## config.mk

```make
export PLATFORM = sky130hd
export DESIGN_NAME = hps_input
export DESIGN_NICKNAME = d
export VERILOG_FILES = /design/src/hw/hps_input_pkg.sv /design/src/hw/user_io.sv /design/src/hw/mouse_tracker.sv /design/src/hw/key_queue.sv /design/src/hw/hps_input.sv
export SDC_FILE = /design/constraint.sdc
export NUM_CORES = 1
export LEC_CHECK = 0
export ABC_AREA = 1
export BUFFER_PORTS_ARGS = -buffer_cell sky130_fd_sc_hd__clkbuf_2
export CAP_MARGIN = 10
export CORE_MARGIN = 4
export CORE_UTILIZATION = 38
export CTS_BUF_LIST = sky130_fd_sc_hd__clkbuf_8
export DETAILED_ROUTE_END_ITERATION = 8
export SLEW_MARGIN = 25
export SYNTH_ARGS = -nofsm -noshare
export SYNTH_HDL_FRONTEND = slang
export SYNTH_HIERARCHICAL = 1
export SYNTH_SLANG_ARGS = --single-unit
```

## constraint.sdc

```tcl
create_clock -name clk -period 3.2 [get_ports clk]
set_clock_uncertainty 0.05 [all_clocks]
set_input_delay 0.96 -clock clk [delete_from_list [all_inputs] [get_ports clk]]
set_output_delay 0.96 -clock clk [all_outputs]
set_load 0.05 [all_outputs]
```

## src/hw/hps_input_pkg.sv

```systemverilog
`default_nettype none

package hps_input_pkg;

	// bus and payload widths
	typedef logic [15:0] io_word_t;	// host word bus
	typedef logic [7:0]  byte_t;	// payload byte, only low half of a bus word
	typedef logic [1:0]  kms_type_t;	// kbd/mouse event type
	typedef logic [9:0]  coord_t;	// absolute mouse coordinate, unsigned

	// event types on kms_type
	localparam kms_type_t kms_mouse_x = 2'd0;
	localparam kms_type_t kms_mouse_y = 2'd1;
	localparam kms_type_t kms_key     = 2'd2;
	localparam kms_type_t kms_osd_key = 2'd3;

	// command byte, first word of every transfer
	localparam byte_t cmd_buttons = 8'd1;	// buttons in [1:0], switches in [7:4]
	localparam byte_t cmd_joy0    = 8'd2;
	localparam byte_t cmd_joy1    = 8'd3;
	localparam byte_t cmd_mouse   = 8'd4;	// dx, dy, buttons
	localparam byte_t cmd_key     = 8'd5;
	localparam byte_t cmd_osd_key = 8'd6;

	// busy countdown reload, io_wait holds this many cycles plus one
	localparam int unsigned wait_cycles = 8;

endpackage

`default_nettype wire

```

## src/hw/user_io.sv

```systemverilog
`timescale 1ns/1ns
`default_nettype none

module user_io
	import hps_input_pkg::*;
(
	input  wire       clk,
	input  wire       reset,

	// host word bus
	input  wire       io_ena,
	input  wire       io_strobe,
	input  io_word_t  io_din,
	output logic      io_wait,

	// plain levels
	output byte_t     joy0,
	output byte_t     joy1,
	output logic [1:0] buttons,
	output logic [3:0] conf,
	output logic [2:0] mouse_buttons,

	// kbd/mouse events
	output logic      kms_strobe,
	output logic      kms_level,
	output kms_type_t kms_type,
	output byte_t     kms_data
);

	localparam int cnt_w = $clog2(wait_cycles + 1);

	logic [2:0]       word_cnt;	// 0 = command, saturates at 4
	byte_t            cmd;
	logic [cnt_w-1:0] busy_cnt;
	logic             word_stb;
	byte_t            payload;
	logic             ev_fire;
	kms_type_t        ev_type;

	assign word_stb = io_ena & io_strobe;
	assign payload  = io_din[7:0];

	// transfer tracking and busy flag
	always_ff @(posedge clk) begin
		if (reset) begin
			word_cnt <= '0;
			cmd      <= '0;
			busy_cnt <= '0;
			io_wait  <= 1'b0;
		end else begin
			if (busy_cnt != '0)
				busy_cnt <= busy_cnt - 1'b1;
			else
				io_wait <= 1'b0;	// countdown ran out

			if (!io_ena) begin
				// transfer closed, next word is a command again
				word_cnt <= '0;
				busy_cnt <= '0;
				io_wait  <= 1'b0;
			end else if (io_strobe) begin
				busy_cnt <= cnt_w'(wait_cycles);
				io_wait  <= 1'b1;
				if (word_cnt != 3'd4)
					word_cnt <= word_cnt + 3'd1;
				if (word_cnt == 3'd0)
					cmd <= payload;
			end
		end
	end

	// level outputs, first payload word only
	always_ff @(posedge clk) begin
		if (reset) begin
			joy0          <= '0;
			joy1          <= '0;
			buttons       <= '0;
			conf          <= '0;
			mouse_buttons <= '0;
		end else if (word_stb && word_cnt == 3'd1) begin
			case (cmd)
				cmd_buttons: begin
					buttons <= payload[1:0];
					conf    <= payload[7:4];
				end
				cmd_joy0: joy0 <= payload;
				cmd_joy1: joy1 <= payload;
				default: ;
			endcase
		end else if (word_stb && word_cnt == 3'd3 && cmd == cmd_mouse) begin
			mouse_buttons <= payload[2:0];	// third mouse word
		end
	end

	// which strobed word turns into an event
	always_comb begin
		ev_fire = 1'b0;
		ev_type = kms_key;
		if (word_stb) begin
			case (cmd)
				cmd_mouse: begin
					if (word_cnt == 3'd1) begin
						ev_fire = 1'b1;
						ev_type = kms_mouse_x;
					end else if (word_cnt == 3'd2) begin
						ev_fire = 1'b1;
						ev_type = kms_mouse_y;
					end
				end
				cmd_key: begin
					ev_fire = (word_cnt == 3'd1);
					ev_type = kms_key;
				end
				cmd_osd_key: begin
					ev_fire = (word_cnt == 3'd1);
					ev_type = kms_osd_key;
				end
				default: ;
			endcase
		end
	end

	always_ff @(posedge clk) begin
		if (reset) begin
			kms_strobe <= 1'b0;
			kms_level  <= 1'b0;
		end else begin
			kms_strobe <= ev_fire;	// single cycle per event
			if (ev_fire)
				kms_level <= ~kms_level;
		end
	end

	// event payload, only meaningful while kms_strobe is high
	always_ff @(posedge clk) begin
		if (ev_fire) begin
			kms_type <= ev_type;
			kms_data <= payload;
		end
	end

endmodule

`default_nettype wire

```

## src/hw/mouse_tracker.sv

```systemverilog
`timescale 1ns/1ns
`default_nettype none

module mouse_tracker
	import hps_input_pkg::*;
#(
	parameter int unsigned pos_max_x = 639,
	parameter int unsigned pos_max_y = 479
) (
	input  wire       clk,
	input  wire       reset,

	input  wire       kms_strobe,
	input  kms_type_t kms_type,
	input  byte_t     kms_data,

	output coord_t    mouse_x,
	output coord_t    mouse_y
);

	// one sign bit plus one headroom bit above the coordinate
	localparam int sum_w = $bits(coord_t) + 2;

	localparam coord_t max_x = coord_t'(pos_max_x);
	localparam coord_t max_y = coord_t'(pos_max_y);

	logic signed [sum_w-1:0] delta;	// sign extended movement
	logic signed [sum_w-1:0] sum_x;
	logic signed [sum_w-1:0] sum_y;
	coord_t                  next_x;
	coord_t                  next_y;
	logic                    step_x;
	logic                    step_y;

	// bounds the raw sum to 0..limit
	function automatic coord_t clamp(
		input logic signed [sum_w-1:0] sum,
		input coord_t                  limit
	);
		logic signed [sum_w-1:0] lim_wide;
		lim_wide = $signed({2'b00, limit});
		if (sum < 0)
			return '0;
		else if (sum > lim_wide)
			return limit;
		else
			return sum[$bits(coord_t)-1:0];
	endfunction

	assign delta = $signed({{(sum_w - 8){kms_data[7]}}, kms_data});

	assign sum_x = $signed({2'b00, mouse_x}) + delta;
	assign sum_y = $signed({2'b00, mouse_y}) + delta;

	assign next_x = clamp(sum_x, max_x);
	assign next_y = clamp(sum_y, max_y);

	// events of type 2 and 3 belong to the key queue
	assign step_x = kms_strobe && (kms_type == kms_mouse_x);
	assign step_y = kms_strobe && (kms_type == kms_mouse_y);

	always_ff @(posedge clk) begin
		if (reset) begin
			mouse_x <= '0;
			mouse_y <= '0;
		end else begin
			if (step_x)
				mouse_x <= next_x;
			if (step_y)
				mouse_y <= next_y;
		end
	end

endmodule

`default_nettype wire

```

## src/hw/key_queue.sv

```systemverilog
`timescale 1ns/1ns
`default_nettype none

module key_queue
	import hps_input_pkg::*;
#(
	parameter int unsigned key_depth = 8	// power of two, at least 2
) (
	input  wire       clk,
	input  wire       reset,

	input  wire       kms_strobe,
	input  kms_type_t kms_type,
	input  byte_t     kms_data,

	input  wire       key_read,	// drops the head entry
	output logic      key_valid,
	output logic      key_osd,
	output byte_t     key_code,
	output logic      key_overflow
);

	localparam int addr_w = $clog2(key_depth);

	logic [8:0]      mem [key_depth];	// {osd flag, code}
	logic [addr_w:0] wr_ptr;
	logic [addr_w:0] rd_ptr;
	logic            empty;
	logic            full;
	logic            wr_req;
	logic            wr_en;
	logic            rd_en;
	logic [8:0]      head;

	// extra msb tells full from empty
	assign empty = (wr_ptr == rd_ptr);
	assign full  = (wr_ptr == {~rd_ptr[addr_w], rd_ptr[addr_w-1:0]});

	assign wr_req = kms_strobe && (kms_type == kms_key || kms_type == kms_osd_key);
	assign rd_en  = key_read && !empty;	// read on empty ignored
	assign wr_en  = wr_req && (!full || rd_en);

	always_ff @(posedge clk) begin
		if (reset) begin
			wr_ptr       <= '0;
			rd_ptr       <= '0;
			key_overflow <= 1'b0;
		end else begin
			if (wr_en)
				wr_ptr <= wr_ptr + 1'b1;
			if (rd_en)
				rd_ptr <= rd_ptr + 1'b1;
			if (wr_req && full && !rd_en)
				key_overflow <= 1'b1;	// sticky until reset
		end
	end

	always_ff @(posedge clk) begin
		if (wr_en)
			mem[wr_ptr[addr_w-1:0]] <= {kms_type == kms_osd_key, kms_data};
	end

	assign head      = mem[rd_ptr[addr_w-1:0]];
	assign key_valid = !empty;
	assign key_osd   = head[8];
	assign key_code  = head[7:0];

endmodule

`default_nettype wire

```

## src/hw/hps_input.sv

```systemverilog
`timescale 1ns/1ns
`default_nettype none

module hps_input
	import hps_input_pkg::*;
#(
	parameter int unsigned pos_max_x = 639,
	parameter int unsigned pos_max_y = 479,
	parameter int unsigned key_depth = 8
) (
	input  wire        clk,
	input  wire        reset,

	input  wire        io_ena,
	input  wire        io_strobe,
	input  io_word_t   io_din,
	output logic       io_wait,

	output byte_t      joy0,
	output byte_t      joy1,
	output logic [1:0] buttons,
	output logic [3:0] conf,
	output logic [2:0] mouse_buttons,
	output logic       kms_level,	// for a consumer in another clock domain

	output coord_t     mouse_x,
	output coord_t     mouse_y,

	input  wire        key_read,
	output logic       key_valid,
	output byte_t      key_code,
	output logic       key_osd,
	output logic       key_overflow
);

	// event bus shared by both consumers
	logic      kms_strobe;
	kms_type_t kms_type;
	byte_t     kms_data;

	user_io u_user_io (
		.clk           (clk),
		.reset         (reset),
		.io_ena        (io_ena),
		.io_strobe     (io_strobe),
		.io_din        (io_din),
		.io_wait       (io_wait),
		.joy0          (joy0),
		.joy1          (joy1),
		.buttons       (buttons),
		.conf          (conf),
		.mouse_buttons (mouse_buttons),
		.kms_strobe    (kms_strobe),
		.kms_level     (kms_level),
		.kms_type      (kms_type),
		.kms_data      (kms_data)
	);

	mouse_tracker #(
		.pos_max_x (pos_max_x),
		.pos_max_y (pos_max_y)
	) u_mouse_tracker (
		.clk        (clk),
		.reset      (reset),
		.kms_strobe (kms_strobe),
		.kms_type   (kms_type),
		.kms_data   (kms_data),
		.mouse_x    (mouse_x),
		.mouse_y    (mouse_y)
	);

	key_queue #(
		.key_depth (key_depth)
	) u_key_queue (
		.clk          (clk),
		.reset        (reset),
		.kms_strobe   (kms_strobe),
		.kms_type     (kms_type),
		.kms_data     (kms_data),
		.key_read     (key_read),
		.key_valid    (key_valid),
		.key_osd      (key_osd),
		.key_code     (key_code),
		.key_overflow (key_overflow)
	);

endmodule

`default_nettype wire

```

==> impl_metrics.yaml <==
run_status:
  status: "finished clean"
timing:
  min_period_over_period_pct: 93.51
  tightest_slew_ps: 534.7
  hold_viol: 0
  rsz0062_at_grt: "false"
  final_max_slew_viol_count: 0
  post-route-min-period_ps: 2992
  setup_violations: 0
  max_freq_mhz: 334.2
  fin_tns_setup_ps: 0
  relSlewSlack_pct: 64.35
  whs_ps: 417.4
power_and_ir_drop:
  power.density_mw_per_mm2: 455.0
  peakVddDrop_uv: 277.9
  power.total_mw: 4.037
  power.leakage_nw: 3.641
setup_path:
  max_stage_delay_ps: 370
  cp-start-kind: "register"
  crit_path_end_kind: "primary output"
  path_cells: "clkinv_2 -> buf_4 -> nor2_1 -> o32ai_1 -> nand2_1 -> nand2_1 -> clkbuf_2"
  path_class: "register to primary output"
  path_max_fanout: 17
  path_common_cell: "nand2_1"
  crit_arrival_ps: 1980
  cp.required_ps: 2190
  cp_slowest_cell: "dfxtp_1"
  r2r_slack_ps: 510
drt:
  firstDrtPassIters: 5
  num_vias: 6009
  vias_per_cell: 4.850
  wirelength_mm: 17.61
  wire_per_inst_um: 14.21
  drc: 0
  ant_nets: 0
  drt_iter0_markers: 286
placement:
  port_buffers: 70
  post-dp-hpwl_mm: 12.21
  placed_cells: 1207
  gp_congestion: 0.8513
clock_tree:
  ctsResizeCount: 0
  tritoncts: "done"
  clock-sinks: 157
  cts_buffers: 17
  clock_latency_ps: 450
  cts-root-buf: "clkbuf_8"
  post_cts.repair.setup_buffers: 0
  clk_pin_slew_ps: 90
  htree_num_levels: 4
  clockBufferDepth: 2
  cts.hold.buffers_added: 0
logic_synthesis:
  synth_most_common_cell: "nand2_1"
  ys_types: 43
  synth_nets: 929
  ys_ff_latch: 157
  synth.top_cell.area_share_pct: 31.81
  async_flop_share_pct: 0
  synth-seq-area-share_pct: 51.20
  yosys_warnings: 6
  synthTopCellsByArea: "edfxtp_1 (32%), dfxtp_1 (19%), nand2_1 (8.3%)"
  netlist_area_mm2: 0.007741
  postSynthAreaPerCell_um2: 8.847
  synth_edf_count: 82
  yosysTopAreaCell: "edfxtp_1"
  syn_inst: 875
  netlist_top_cells_count: "nand2_1 (171), nor2_1 (135), edfxtp_1 (82)"
  ys.flop_type: "edfxtp_1"
grt:
  grt_pass1_vias: 5696
  grt_max_degree: 37
  antenna_found_initial: 0
  grt_usage_pct: 16.13
  overflow: 0
  grt_pass1_wl_mm: 28.62
job:
  cap_viol_max_count: 0
finish:
  multi_input_area_mm2: 0.003347
  regArea_mm2: 0.003964
  drive_gt1_share_pct: 19.92
  diodes: 0
  area_growth_pct: 14.63
  final_nets: 1015
  final_core_util_pct: 45.00
  nFillCells: 1931
  finalNonFillerCells: 1239
floorplanning:
  die_area_mm2: 0.02272
  core_mm2: 0.01972
  die_w_um: 150.7
  ios: 79
  start_util_pct: 39.26
  die_h_um: 150.7
  rows: 51
worst_hold_path:
  hold_class: "register to register"
[report_power, final]
part	internal (mW)	total, mW	leakage [nW]	switching (mW)
Clock	0.721	1.54	0.200	0.820
Combinational	0.104	0.367	2.10	0.262
Sequential	2.11	2.13	1.35	0.0152
[critical path: cells and delay by family (launching register included)]
family	cells	cell delay, ps
compound gates	1	270
buf+inv	3	710
flops	1	370
simple gates	3	190
[logic make-up after synthesis]
logic type                 after synthesis  synth area share [%]
AOI/OAI and AO/OA                      156                 11.88
xor gates and xnor gates                15                 1.794
adders and majority gates               33                 5.528
buffers and inverters                  108                 5.560
DFF                                    157                 51.20
and+or+nand+nor                        406                 24.03
[final timing paths]
path                                       startpoint                          to  cells past startpoint
worst max-delay path                         register                 key_code[4]                      7
worst min-delay path                u_user_io/io_wait           u_user_io/io_wait                      2
worst max register to register  u_user_io/kms_data[0]  u_mouse_tracker/mouse_x[3]                     14
worst min register to register      u_user_io/io_wait           u_user_io/io_wait                      2
[through the flow]
| step | setup WS [ps] | instance area, µm² |
|---|---|---|
| CTS | 87.98 | 8872 |
| detailed placement | 468.3 | 8463 |
| global route | 9.583 | 8874 |
| global placement | 503.3 | 8463 |
| finish | 207.6 | 8874 |
| floorplan | 692.4 | 7741 |
[per-layer routing]
metal,part of all wire (%),vias to the layer above,track usage [%]
met3,5.3,8,4.184
met4,0.99,0,4.352
li1,-,3103,-
met1,45,2786,20.76
met5,0,-,0
met2,48,112,26.97
[cells in the final DEF (no fill, tap or decap), drive strengths merged]
master / Yosys / final
a31oi: 1 / 1
a21o: 1 / 1
xor2: 8 / 8
o31ai: 1 / 1
xnor2: 7 / 7
a21oi: 72 / 72
o21ai: 58 / 58
nand4: 7 / 7
nand2: 195 / 195
buf: 10 / 17
edfxtp: 82 / 82
inv: 84 / 91
fa: 2 / 2
nor3: 6 / 6
nand3b: 5 / 5
dfxtp: 75 / 75
or2: 1 / 1
nor2: 149 / 149
o21bai: 2 / 2
clkbuf: 10 / 87
ha: 31 / 31
bufinv: 0 / 2
a211oi: 1 / 1
clkinv: 4 / 7
clkinvlp: 0 / 3
o32ai: 18 / 18
o211ai: 2 / 2
nand3: 43 / 43
[sequential cells by signal, indices dropped and copies added (netlist names), named ones only]
name and cells:
u_user_io/word_cnt 3, u_user_io/mouse_buttons 3, u_mouse_tracker/mouse_x 10, u_user_io/buttons 2, u_user_io/kms_level 1, u_user_io/busy_cnt 4
u_mouse_tracker/mouse_y 10, u_key_queue/wr_ptr 4, u_user_io/joy1 8, u_user_io/cmd 8, u_user_io/kms_strobe 1, u_user_io/kms_type 2
u_user_io/kms_data 8, u_user_io/conf 4, u_key_queue/mem 72, u_user_io/joy0 8, u_key_queue/key_overflow 1, u_key_queue/rd_ptr 4
u_user_io/io_wait 1
[final cells by class]
| type | instances | area share (%) |
|---|---|---|
| Multi-Input combinational cell | 610 | 37.72 |
| Clock inverter | 15 | 1.974 |
| Clock buffer | 17 | 2.637 |
| Tap cell | 265 | 3.737 |
| Timing Repair Buffer | 87 | 5.527 |
| Inverter | 88 | 3.737 |
| Sequential cell | 157 | 44.67 |
No activity file was read; power rests on OpenSTA's default activity.
